--- config.mk ---
export PLATFORM = sky130hd
export DESIGN_NAME = noc_packet_link
export DESIGN_NICKNAME = d
export VERILOG_FILES = /design/src/verilog/noc_pkg.sv /design/src/verilog/noc_packet_packer.sv /design/src/verilog/noc_flit_fifo.sv /design/src/verilog/noc_packet_unpacker.sv /design/src/verilog/noc_packet_link.sv
export VERILOG_INCLUDE_DIRS = /design/src /design/src/include
export SDC_FILE = /design/constraint.sdc
export NUM_CORES = 1
export LEC_CHECK = 0
export ABC_AREA = 0
export BUFFER_PORTS_ARGS = -buffer_cell sky130_fd_sc_hd__buf_2
export CAP_MARGIN = 20
export CORE_ASPECT_RATIO = 0.6
export CORE_MARGIN = 8
export CORE_UTILIZATION = 46
export CTS_CLUSTER_SIZE = 16
export DETAILED_ROUTE_END_ITERATION = 10
export PLACE_DENSITY = 0.68
export SETUP_SLACK_MARGIN = 0.15
export SLEW_MARGIN = 20
export SYNTH_ARGS = -nofsm -noshare
export SYNTH_HDL_FRONTEND = slang
export SYNTH_SLANG_ARGS = --single-unit
--- constraint.sdc ---
create_clock -name clk -period 6.65 [get_ports clk]
set_input_delay 1.33 -clock clk [delete_from_list [all_inputs] [get_ports clk]]
set_output_delay 1.33 -clock clk [all_outputs]
set_load 0.03 [all_outputs]
--- src/include/noc_defines.svh ---
`ifndef NOC_DEFINES_SVH
`define NOC_DEFINES_SVH

// flit and packet field widths.
`define NOC_FLIT_DATA_WIDTH    40
`define NOC_ID_WIDTH           4
`define NOC_TAG_WIDTH          4
`define NOC_BURST_LENGTH_WIDTH 8
`define NOC_ADDRESS_WIDTH      32
`define NOC_DATA_WIDTH         32
`define NOC_BYTE_ENABLE_WIDTH  4

// a header always spans this many flits.
`define NOC_HEADER_FLITS       2

// link buffer entries.
`define NOC_FIFO_DEPTH         4

`endif

--- src/verilog/noc_pkg.sv ---
`default_nettype none

`include "noc_defines.svh"

package noc_pkg;

  typedef enum logic [1:0] {
    read_request,
    write_request,
    read_response,
    write_response
  } packet_type_e;

  typedef enum logic {
    header_flit,
    payload_flit
  } flit_kind_e;

  // ~~~~~~~~~~~~~~~~~~~~
  // header image, lsb first.
  localparam int status_width       = 2;
  localparam int packet_type_lsb    = 0;
  localparam int destination_id_lsb = packet_type_lsb + $bits(packet_type_e);
  localparam int source_id_lsb      = destination_id_lsb + `NOC_ID_WIDTH;
  localparam int tag_lsb            = source_id_lsb + `NOC_ID_WIDTH;
  localparam int burst_length_lsb   = tag_lsb + `NOC_TAG_WIDTH;
  localparam int status_lsb         = burst_length_lsb + `NOC_BURST_LENGTH_WIDTH;
  localparam int address_lsb        = status_lsb + status_width;
  localparam int header_data_width  = `NOC_HEADER_FLITS * `NOC_FLIT_DATA_WIDTH;
  localparam int header_count_width = $clog2(`NOC_HEADER_FLITS);

  typedef logic [header_count_width-1:0] header_count_t;

  localparam header_count_t last_header_count = header_count_t'(`NOC_HEADER_FLITS - 1);

  // payload image, byte enables sit above the data.
  localparam int byte_enable_lsb = `NOC_DATA_WIDTH;

  // ~~~~~~~~~~~~~~~~~~~~
  function automatic logic has_payload(packet_type_e packet_type);
    return (packet_type == write_request) || (packet_type == read_response);
  endfunction

endpackage

`default_nettype wire

--- src/verilog/noc_packet_packer.sv ---
`timescale 1ns/1ns
`default_nettype none

`include "noc_defines.svh"

module noc_packet_packer (
  input  logic                               clk,
  input  logic                               rst_n,
  input  logic                               tx_header_valid,
  output logic                               tx_header_ready,
  input  noc_pkg::packet_type_e              packet_type,
  input  logic [`NOC_ID_WIDTH-1:0]           destination_id,
  input  logic [`NOC_ID_WIDTH-1:0]           source_id,
  input  logic [`NOC_TAG_WIDTH-1:0]          tag,
  input  logic [`NOC_BURST_LENGTH_WIDTH-1:0] burst_length,
  input  logic [`NOC_ADDRESS_WIDTH-1:0]      address,
  input  logic [noc_pkg::status_width-1:0]   status,
  input  logic                               tx_payload_valid,
  output logic                               tx_payload_ready,
  input  logic                               payload_last,
  input  logic [`NOC_DATA_WIDTH-1:0]         data,
  input  logic [`NOC_BYTE_ENABLE_WIDTH-1:0]  byte_enable,
  output logic                               flit_valid,
  input  logic                               flit_ready,
  output noc_pkg::flit_kind_e                flit_kind,
  output logic                               flit_tail,
  output logic [`NOC_FLIT_DATA_WIDTH-1:0]    flit_data
);

  typedef enum logic {
    header_mode,
    payload_mode
  } mode_e;

  mode_e                                 mode;
  noc_pkg::header_count_t                flit_count;
  logic                                  header_flit_last;
  logic [noc_pkg::header_data_width-1:0] header_data;
  logic [`NOC_FLIT_DATA_WIDTH-1:0]       payload_data;

  // ~~~~~~~~~~~~~~~~~~~~
  // flit images.
  always_comb begin
    header_data = '0;
    header_data[noc_pkg::packet_type_lsb +: $bits(noc_pkg::packet_type_e)] = packet_type;
    header_data[noc_pkg::destination_id_lsb +: `NOC_ID_WIDTH] = destination_id;
    header_data[noc_pkg::source_id_lsb +: `NOC_ID_WIDTH] = source_id;
    header_data[noc_pkg::tag_lsb +: `NOC_TAG_WIDTH] = tag;
    header_data[noc_pkg::burst_length_lsb +: `NOC_BURST_LENGTH_WIDTH] = burst_length;
    header_data[noc_pkg::status_lsb +: noc_pkg::status_width] = status;
    header_data[noc_pkg::address_lsb +: `NOC_ADDRESS_WIDTH] = address;
  end

  always_comb begin
    payload_data = '0;
    payload_data[0 +: `NOC_DATA_WIDTH] = data;
    payload_data[noc_pkg::byte_enable_lsb +: `NOC_BYTE_ENABLE_WIDTH] = byte_enable;
  end

  // ~~~~~~~~~~~~~~~~~~~~
  // flit channel.
  assign header_flit_last = flit_count == noc_pkg::last_header_count;

  always_comb begin
    if (mode == header_mode) begin
      flit_valid = tx_header_valid;
      flit_kind  = noc_pkg::header_flit;
      // header-only packets end on their last header flit.
      flit_tail  = header_flit_last && !noc_pkg::has_payload(packet_type);
      flit_data  = header_data[flit_count * `NOC_FLIT_DATA_WIDTH +: `NOC_FLIT_DATA_WIDTH];
    end else begin
      flit_valid = tx_payload_valid;
      flit_kind  = noc_pkg::payload_flit;
      flit_tail  = payload_last;
      flit_data  = payload_data;
    end
  end

  // the header is released only with its last flit.
  assign tx_header_ready  = (mode == header_mode) && header_flit_last &&
                            tx_header_valid && flit_ready;
  assign tx_payload_ready = (mode == payload_mode) && flit_ready;

  always_ff @(posedge clk or negedge rst_n) begin
    if (!rst_n) begin
      mode       <= header_mode;
      flit_count <= '0;
    end else if (flit_valid && flit_ready) begin
      if (mode == payload_mode) begin
        if (flit_tail) begin
          mode <= header_mode;
        end
      end else if (header_flit_last) begin
        flit_count <= '0;
        if (noc_pkg::has_payload(packet_type)) begin
          mode <= payload_mode;
        end
      end else begin
        flit_count <= flit_count + 1'b1;
      end
    end
  end

endmodule

`default_nettype wire

--- src/verilog/noc_flit_fifo.sv ---
`timescale 1ns/1ns
`default_nettype none

`include "noc_defines.svh"

module noc_flit_fifo (
  input  logic                            clk,
  input  logic                            rst_n,
  input  logic                            in_valid,
  output logic                            in_ready,
  input  noc_pkg::flit_kind_e             in_kind,
  input  logic                            in_tail,
  input  logic [`NOC_FLIT_DATA_WIDTH-1:0] in_data,
  output logic                            out_valid,
  input  logic                            out_ready,
  output noc_pkg::flit_kind_e             out_kind,
  output logic                            out_tail,
  output logic [`NOC_FLIT_DATA_WIDTH-1:0] out_data
);

  localparam int entry_width = `NOC_FLIT_DATA_WIDTH + 2;
  localparam int ptr_width   = $clog2(`NOC_FIFO_DEPTH);

  typedef logic [ptr_width-1:0] ptr_t;

  localparam logic [ptr_width:0] full_count = `NOC_FIFO_DEPTH;

  logic [entry_width-1:0] storage [`NOC_FIFO_DEPTH];
  ptr_t                   wr_ptr;
  ptr_t                   rd_ptr;
  logic [ptr_width:0]     count;
  logic                   push;
  logic                   pop;

  function automatic ptr_t next_ptr(ptr_t ptr);
    return (ptr == ptr_t'(`NOC_FIFO_DEPTH - 1)) ? '0 : ptr + 1'b1;
  endfunction

  // a full buffer still takes a flit when one leaves in the same cycle.
  assign in_ready  = (count != full_count) || out_ready;
  assign out_valid = count != '0;
  assign push      = in_valid && in_ready;
  assign pop       = out_valid && out_ready;

  always_ff @(posedge clk) begin
    if (push) begin
      storage[wr_ptr] <= {in_kind, in_tail, in_data};
    end
  end

  assign out_kind = noc_pkg::flit_kind_e'(storage[rd_ptr][entry_width-1]);
  assign out_tail = storage[rd_ptr][entry_width-2];
  assign out_data = storage[rd_ptr][`NOC_FLIT_DATA_WIDTH-1:0];

  always_ff @(posedge clk or negedge rst_n) begin
    if (!rst_n) begin
      wr_ptr <= '0;
      rd_ptr <= '0;
      count  <= '0;
    end else begin
      if (push) begin
        wr_ptr <= next_ptr(wr_ptr);
      end
      if (pop) begin
        rd_ptr <= next_ptr(rd_ptr);
      end
      if (push && !pop) begin
        count <= count + 1'b1;
      end else if (pop && !push) begin
        count <= count - 1'b1;
      end
    end
  end

endmodule

`default_nettype wire

--- src/verilog/noc_packet_unpacker.sv ---
`timescale 1ns/1ns
`default_nettype none

`include "noc_defines.svh"

module noc_packet_unpacker (
  input  logic                               clk,
  input  logic                               rst_n,
  input  logic                               flit_valid,
  output logic                               flit_ready,
  input  noc_pkg::flit_kind_e                flit_kind,
  input  logic                               flit_tail,
  input  logic [`NOC_FLIT_DATA_WIDTH-1:0]    flit_data,
  output logic                               rx_header_valid,
  input  logic                               rx_header_ready,
  output noc_pkg::packet_type_e              packet_type,
  output logic [`NOC_ID_WIDTH-1:0]           destination_id,
  output logic [`NOC_ID_WIDTH-1:0]           source_id,
  output logic [`NOC_TAG_WIDTH-1:0]          tag,
  output logic [`NOC_BURST_LENGTH_WIDTH-1:0] burst_length,
  output logic [`NOC_ADDRESS_WIDTH-1:0]      address,
  output logic [noc_pkg::status_width-1:0]   status,
  output logic                               rx_payload_valid,
  input  logic                               rx_payload_ready,
  output logic                               payload_last,
  output logic [`NOC_DATA_WIDTH-1:0]         data,
  output logic [`NOC_BYTE_ENABLE_WIDTH-1:0]  byte_enable
);

  logic                                  header_flit_valid;
  logic                                  header_flit_ready;
  logic                                  header_flit_last;
  noc_pkg::header_count_t                flit_count;
  logic [`NOC_FLIT_DATA_WIDTH-1:0]       flit_buffer [`NOC_HEADER_FLITS-1];
  logic [noc_pkg::header_data_width-1:0] header_data;

  // steer by flit kind.
  assign header_flit_valid = flit_valid && (flit_kind == noc_pkg::header_flit);
  assign rx_payload_valid  = flit_valid && (flit_kind == noc_pkg::payload_flit);
  assign flit_ready        = (flit_kind == noc_pkg::header_flit) ? header_flit_ready :
                                                                   rx_payload_ready;

  // ~~~~~~~~~~~~~~~~~~~~
  // header collection.
  assign header_flit_last  = flit_count == noc_pkg::last_header_count;
  assign rx_header_valid   = header_flit_valid && header_flit_last;
  assign header_flit_ready = header_flit_last ? rx_header_ready : 1'b1;

  for (genvar i = 0; i < `NOC_HEADER_FLITS; i++) begin : g_header_slice
    if (i < `NOC_HEADER_FLITS - 1) begin : g_buffered
      assign header_data[i*`NOC_FLIT_DATA_WIDTH +: `NOC_FLIT_DATA_WIDTH] = flit_buffer[i];
    end else begin : g_current
      assign header_data[i*`NOC_FLIT_DATA_WIDTH +: `NOC_FLIT_DATA_WIDTH] = flit_data;
    end
  end

  // earlier header flits are taken at once and held here.
  always_ff @(posedge clk) begin
    if (header_flit_valid && !header_flit_last) begin
      flit_buffer[flit_count] <= flit_data;
    end
  end

  always_ff @(posedge clk or negedge rst_n) begin
    if (!rst_n) begin
      flit_count <= '0;
    end else if (header_flit_valid && header_flit_ready) begin
      flit_count <= header_flit_last ? '0 : flit_count + 1'b1;
    end
  end

  assign packet_type    = noc_pkg::packet_type_e'(
    header_data[noc_pkg::packet_type_lsb +: $bits(noc_pkg::packet_type_e)]);
  assign destination_id = header_data[noc_pkg::destination_id_lsb +: `NOC_ID_WIDTH];
  assign source_id      = header_data[noc_pkg::source_id_lsb +: `NOC_ID_WIDTH];
  assign tag            = header_data[noc_pkg::tag_lsb +: `NOC_TAG_WIDTH];
  assign burst_length   = header_data[noc_pkg::burst_length_lsb +: `NOC_BURST_LENGTH_WIDTH];
  assign status         = header_data[noc_pkg::status_lsb +: noc_pkg::status_width];
  assign address        = header_data[noc_pkg::address_lsb +: `NOC_ADDRESS_WIDTH];

  // ~~~~~~~~~~~~~~~~~~~~
  // payload beats, one per flit.
  assign payload_last = flit_tail;
  assign data         = flit_data[0 +: `NOC_DATA_WIDTH];
  assign byte_enable  = flit_data[noc_pkg::byte_enable_lsb +: `NOC_BYTE_ENABLE_WIDTH];

endmodule

`default_nettype wire

--- src/verilog/noc_packet_link.sv ---
`timescale 1ns/1ns
`default_nettype none

`include "noc_defines.svh"

module noc_packet_link (
  input  logic                               clk,
  input  logic                               rst_n,
  input  logic                               tx_header_valid,
  output logic                               tx_header_ready,
  input  noc_pkg::packet_type_e              tx_packet_type,
  input  logic [`NOC_ID_WIDTH-1:0]           tx_destination_id,
  input  logic [`NOC_ID_WIDTH-1:0]           tx_source_id,
  input  logic [`NOC_TAG_WIDTH-1:0]          tx_tag,
  input  logic [`NOC_BURST_LENGTH_WIDTH-1:0] tx_burst_length,
  input  logic [`NOC_ADDRESS_WIDTH-1:0]      tx_address,
  input  logic [noc_pkg::status_width-1:0]   tx_status,
  input  logic                               tx_payload_valid,
  output logic                               tx_payload_ready,
  input  logic                               tx_payload_last,
  input  logic [`NOC_DATA_WIDTH-1:0]         tx_data,
  input  logic [`NOC_BYTE_ENABLE_WIDTH-1:0]  tx_byte_enable,
  output logic                               rx_header_valid,
  input  logic                               rx_header_ready,
  output noc_pkg::packet_type_e              rx_packet_type,
  output logic [`NOC_ID_WIDTH-1:0]           rx_destination_id,
  output logic [`NOC_ID_WIDTH-1:0]           rx_source_id,
  output logic [`NOC_TAG_WIDTH-1:0]          rx_tag,
  output logic [`NOC_BURST_LENGTH_WIDTH-1:0] rx_burst_length,
  output logic [`NOC_ADDRESS_WIDTH-1:0]      rx_address,
  output logic [noc_pkg::status_width-1:0]   rx_status,
  output logic                               rx_payload_valid,
  input  logic                               rx_payload_ready,
  output logic                               rx_payload_last,
  output logic [`NOC_DATA_WIDTH-1:0]         rx_data,
  output logic [`NOC_BYTE_ENABLE_WIDTH-1:0]  rx_byte_enable
);

  // flits from the packer into the link buffer.
  logic                            in_flit_valid;
  logic                            in_flit_ready;
  noc_pkg::flit_kind_e             in_flit_kind;
  logic                            in_flit_tail;
  logic [`NOC_FLIT_DATA_WIDTH-1:0] in_flit_data;

  // flits from the link buffer into the unpacker.
  logic                            out_flit_valid;
  logic                            out_flit_ready;
  noc_pkg::flit_kind_e             out_flit_kind;
  logic                            out_flit_tail;
  logic [`NOC_FLIT_DATA_WIDTH-1:0] out_flit_data;

  noc_packet_packer u_packer (
    .clk              (clk),
    .rst_n            (rst_n),
    .tx_header_valid  (tx_header_valid),
    .tx_header_ready  (tx_header_ready),
    .packet_type      (tx_packet_type),
    .destination_id   (tx_destination_id),
    .source_id        (tx_source_id),
    .tag              (tx_tag),
    .burst_length     (tx_burst_length),
    .address          (tx_address),
    .status           (tx_status),
    .tx_payload_valid (tx_payload_valid),
    .tx_payload_ready (tx_payload_ready),
    .payload_last     (tx_payload_last),
    .data             (tx_data),
    .byte_enable      (tx_byte_enable),
    .flit_valid       (in_flit_valid),
    .flit_ready       (in_flit_ready),
    .flit_kind        (in_flit_kind),
    .flit_tail        (in_flit_tail),
    .flit_data        (in_flit_data)
  );

  noc_flit_fifo u_flit_fifo (
    .clk       (clk),
    .rst_n     (rst_n),
    .in_valid  (in_flit_valid),
    .in_ready  (in_flit_ready),
    .in_kind   (in_flit_kind),
    .in_tail   (in_flit_tail),
    .in_data   (in_flit_data),
    .out_valid (out_flit_valid),
    .out_ready (out_flit_ready),
    .out_kind  (out_flit_kind),
    .out_tail  (out_flit_tail),
    .out_data  (out_flit_data)
  );

  noc_packet_unpacker u_unpacker (
    .clk              (clk),
    .rst_n            (rst_n),
    .flit_valid       (out_flit_valid),
    .flit_ready       (out_flit_ready),
    .flit_kind        (out_flit_kind),
    .flit_tail        (out_flit_tail),
    .flit_data        (out_flit_data),
    .rx_header_valid  (rx_header_valid),
    .rx_header_ready  (rx_header_ready),
    .packet_type      (rx_packet_type),
    .destination_id   (rx_destination_id),
    .source_id        (rx_source_id),
    .tag              (rx_tag),
    .burst_length     (rx_burst_length),
    .address          (rx_address),
    .status           (rx_status),
    .rx_payload_valid (rx_payload_valid),
    .rx_payload_ready (rx_payload_ready),
    .payload_last     (rx_payload_last),
    .data             (rx_data),
    .byte_enable      (rx_byte_enable)
  );

endmodule

`default_nettype wire

=== Word-level counts from Yosys, hierarchy flattened ===
Memory sizes are Yosys's and may differ from the RTL's.
Index checks and enable logic that the tools add are counted.

* Register bits: 10
* RAM bits: 208
* Bits of input ports: 99
* Output and inout port bits: 97
* Logic and storage cells: 66
* Memories kept: 2

* Add/subtract/negate cells: 6
* $mul: 1
* Equal/unequal tests: 5
* Shift operators: 1
* Muxes and demuxes: 20
* Bitwise gates (word level): 2
* Reduce and logical (&&, ||, !) cells: 23

{| class="wikitable"
|+ Memory list
! memory !! words !! width !! read ports !! clocked after memory_dff !! write ports !! RTL line !! source
|-
| u_flit_fifo.storage || 4 || 42 || 1 || 0 || 1 || noc_flit_fifo.sv:28 || <nowiki>logic [entry_width-1:0] storage [`NOC_FIFO_DEPTH];</nowiki>
|-
| u_unpacker.flit_buffer || 1 || 40 || 1 || 0 || 1 || noc_packet_unpacker.sv:34 || <nowiki>logic [`NOC_FLIT_DATA_WIDTH-1:0] flit_buffer [`NOC_HEADER_FLITS-1];</nowiki>
|}

{| class="wikitable"
|+ Operators with widths
! kind !! count
|-
| $shiftx A80 B8 Y40 || 1
|-
| $mux W40 || 1
|-
| $mux W1 || 15
|-
| $logic_and A1 B1 Y1 || 14
|-
| $eq A2 B2 Y1 const B || 3
|-
| $mux W3 || 2
|-
| $add A2 B1 Y2 const B || 2
|-
| $logic_not A1 Y1 || 4
|-
| $mul A1 B3 Y4 const B || 1
|-
| $mux W2 || 2
|-
| $add A3 B1 Y3 const B || 1
|-
| $ne A3 B3 Y1 const B || 1
|-
| $reduce_bool A3 Y1 || 1
|-
| $sub A3 B1 Y3 const B || 1
|-
| $add A1 B1 Y1 const B || 2
|-
| $eq A2 B1 Y1 const B || 1
|-
| $logic_or A1 B1 Y1 || 2
|-
| $not A1 Y1 || 2
|-
| $reduce_and A2 Y1 || 1
|-
| $reduce_bool A2 Y1 || 1
|}

=== Longest topological paths before layout ===
* Word-level depth: 8
* Depth in mapped cells: 11
* Mapped depth without buffers: 10

=== By module ===
Synthesis repeated with hierarchy kept, for this count alone.

* Cell total of the unflattened synthesis: 459
* Area, all modules: 8892.3 µm²

{| class="wikitable"
|+ Modules (own cells, without submodules)
! module !! instances !! cells each !! area each (µm²) !! sequential area each (µm²)
|-
| noc_flit_fifo || 1 || 259 || 6486.2 || 5220.0
|-
| noc_packet_unpacker || 1 || 103 || 1687.9 || 1226.2
|-
| noc_packet_packer || 1 || 97 || 718.2 || 50.0
|}

=== Worst setup path after synthesis ===
OpenSTA, ideal clock, no wires.

* Path kind: register to register
* Start point: register u_flit_fifo.rd_ptr[0]
* End point: memory u_unpacker.flit_buffer[0][0] (netlist name), enable pin
* Data arrival time: 3.874 ns
* Required time: 6.163 ns
* Setup slack: 2.289 ns
* Stages on the path, launching flop included: 4
* Clock period less this slack: 4.361 ns
* Cell sequence: dfrtp_1 -> buf_6 -> mux4_2 -> nor3_1

* Cells in the longest elaborated chain, start to end: 6

{| class="wikitable"
|+ Ends and longest elaborated chain
! item !! RTL line !! source
|-
| start: declaration || noc_flit_fifo.sv:30 || <nowiki>ptr_t rd_ptr;</nowiki>
|-
| start signal: assignment || noc_flit_fifo.sv:65 || <nowiki>rd_ptr <= next_ptr(rd_ptr);</nowiki>
|-
| $mem_v2 Z4 W42 || n/a ||
|-
| $not A1 Y1 || n/a ||
|-
| $logic_and A1 B1 Y1 || noc_packet_unpacker.sv:38 || <nowiki>assign header_flit_valid = flit_valid && (flit_kind == noc_pkg::header_flit);</nowiki>
|-
| $logic_and A1 B1 Y1 || noc_packet_unpacker.sv:59 || <nowiki>if (header_flit_valid && !header_flit_last) begin</nowiki>
|-
| $mux W1 || noc_packet_unpacker.sv:59 ||
|-
| $mux W1 (implied by the code) || noc_packet_unpacker.sv:60 || <nowiki>flit_buffer[flit_count] <= flit_data;</nowiki>
|-
| end: declaration || noc_packet_unpacker.sv:34 ||
|}

No other way between the ends.

=== Worst setup path in the final report ===
* Start point: register u_flit_fifo.rd_ptr[0]
* End point: output port tx_header_ready

* Cells in the longest elaborated chain, start to end: 4

{| class="wikitable"
|+ Ends and longest elaborated chain
! item !! RTL line !! source
|-
| $mem_v2 Z4 W42 || n/a ||
|-
| $mux W1 || noc_packet_unpacker.sv:40 || <nowiki>assign flit_ready = (flit_kind == noc_pkg::header_flit) ? header_flit_ready :</nowiki>
|-
| $logic_or A1 B1 Y1 || noc_flit_fifo.sv:40 || <nowiki>assign in_ready = (count != full_count) || out_ready;</nowiki>
|-
| $logic_and A1 B1 Y1 || noc_packet_packer.sv:81 || <nowiki>tx_header_valid && flit_ready;</nowiki>
|-
| end: declaration || noc_packet_link.sv:10 || <nowiki>output logic tx_header_ready,</nowiki>
|}

No other way between the ends.

==> flow_summary.ini <==
[floorplan]
fp.dieW_um = 194.9
coreArea_um2 = 18930
start_util = 0.4663
dieHeight_um = 123.3
dieArea_um2 = 24030
io_pins = 196
num_rows = 39

[synth]
syn_area_um2 = 8828
synth_fa_ha_area_frac = 0.01077
synth_cell_type_count = 34
ys_ff_latch = 218
synthMuxAreaShare = 0.1329
synth_nets = 565
synth_top_family_by_area = multiplexers
synth_edf_count = 208
synth_cells = 459
synth-seq-area-share = 0.7358
synth_compound_area_frac = 0.03600
synth_ff_type = edfxtp_1
synth-xor-area-share = 0.004960
synth_simple_gate_area_frac = 0.02324
yosys_warnings = 0
ys_async_sr_fraction = 0.04587
syn_avg_cell_area_um2 = 19.23

[power]
power_mw = 5.741
ir_worst_vdd_uv = 224.0
power_leakage_nw = 3.830
powerDensity_nw_per_um2 = 556.5

[job]
maxCapViolCount = 0

[cts]
clkTransAtPathRegs_ns = 0.06
clock-sinks = 218
htreeDepth = 1
cts_max_path_buffers = 3
root_buffer = clkbuf_16
cts_resized = 0
cts_made_buffers = 21
cts_tree = done
hold_buffers = 0
post-cts-setup-buffers = 0
clkLatencyLatePin_ns = 0.48

[layout]
diodes = 0
final_cells = 868
fin_nets = 716
utilization = 0.5449
mostFrequentLayoutCells = edfxtp_1, buf_2, mux4_2, clkbuf_16
area_growth_pct = 16.85
drive_above_1_share = 0.4630
final_area_um2 = 10320
fillers = 1494
layout_commonest_cell = edfxtp_1
multi_input_area_um2 = 1853
ff_latch_area_um2 = 6502

[sta]
worst_slew_pin_slew_ns = 0.8968
fin_crit_ns = 4.271
max_freq_mhz = 234.1
finalCritPeriodShare = 0.6422
rsz0062_at_grt = false
worst_slack_ns = 2.379
setup_viol = 0
finalMaxSlewViolations = 0
skew_ns = 0.008375
fin_setup_tns_ns = 0
max_slew_margin = 0.4021
fin_hold_ws_ns = 0.5632
hold_viol = 0

[global_route]
grt_pass1_vias = 4836
antenna_found_initial = 0
grt_overflow = 0
grt_pass1_wl_um = 27570
grt_usage = 0.1474
grt_max_degree = 63

[routing]
avgRoutedWirePerCell_um = 20.76
finalWirelength_um = 18020
via_count = 4482
drt_iter0_markers = 251
drcViolationCount = 0
vias_per_cell = 5.164
first_pass_iters = 4
ant_nets = 0

[place]
dp.cells = 833
post_dp_cell_area_um2 = 9694
gp_congestion = 0.7458
dp_slack_ns = 2.810
hpwl_um = 11470
port_buffers = 195

[worst_hold_path]
hold_class = reg2reg

[worst_setup_path]
cp-end-kind = output pin
start_kind = flop
crit_type = reg2out
arrival_ns = 2.94
cp.required_ns = 5.32
critPathMaxFanout = 45

[outcome]
outcome = finished, final reports clean
==> per-layer routing <==
layer,vias to the layer above,share of wire,global-route usage,wire [µm]
li1,2064,-,-,-
met3,18,0.076,0.04594,1374
met5,-,0,0,0
met4,0,0.016,0.02923,284
met2,167,0.46,0.2380,8245
met1,2233,0.45,0.1984,8119
==> state kept, by name, indices dropped and copies added (netlist names) <==
name and cells:
u_flit_fifo.wr_ptr 2, u_flit_fifo.rd_ptr 2, u_packer.mode 1, u_unpacker.flit_buffer 40, u_packer.flit_count 1, u_flit_fifo.storage 168, u_unpacker.flit_count 1, u_flit_fifo.count 3
==> synth_stat cells (3+ instances only) <==
master	instances	share of area
xor2_1	3	0.0030
buf_4	52	0.044
nand2_1	20	0.0085
ha_1	6	0.0085
o21ai_0	17	0.0096
clkbuf_1	13	0.0055
mux2_2	4	0.0051
dfrtp_1	10	0.028
and2_1	10	0.0071
nor2_1	7	0.0030
edfxtp_1	208	0.71
mux4_2	42	0.11
mux2i_1	16	0.018
inv_1	5	0.0021
buf_2	4	0.0023
a22o_1	20	0.020
==> cell type report <==
class	instances	share of cell area
flip-flops and latches	218	0.6303
clock buffers	27	0.05603
well taps	246	0.02984
clock inverters	8	0.004124
inverters	5	0.001819
repair buffers	200	0.09824
multi-input cells	164	0.1796
==> power by group <==
group	switching (mW)	internal [mW]
Clock	0.465	0.611
Combinational	1.56	0.754
Sequential	0.184	2.17
==> cell families (layout without fill, tap and decap cells) <==
family,count (synthesis),count (layout)
adders and majority gates,7,7
xor gates and xnor gates,5,5
muxes,63,63
AOI/OAI and AO/OA,45,45
and+or+nand+nor,44,44
DFF,218,218
buffers and inverters,77,240
==> path summary, 6_finish.rpt <==
check	slack, ns	from	depth (start not counted)	to
worst max-delay path	2.38	u_flit_fifo.rd_ptr[0]	5	tx_header_ready
worst min-delay path	0.56	u_flit_fifo.count[2]	1	u_flit_fifo.count[2]
worst max register to register	3.13	u_flit_fifo.rd_ptr[0]	9	u_flit_fifo.count[2]
worst min register to register	0.56	u_flit_fifo.count[2]	1	u_flit_fifo.count[2]
max in group asynchronous	5.68	rst_n	1	u_flit_fifo.rd_ptr[0]
min in group asynchronous	0.72	rst_n	1	u_packer.flit_count
==> critical path, stage by stage, from the launching register on <==
cell and delay (ns):
dfrtp_4 1.03, mux4_2 0.69, mux2i_4 0.24, and2_1 0.19, nor2_1 0.11, buf_2 0.20
Note: power is estimated with default switching activity, not from simulation.
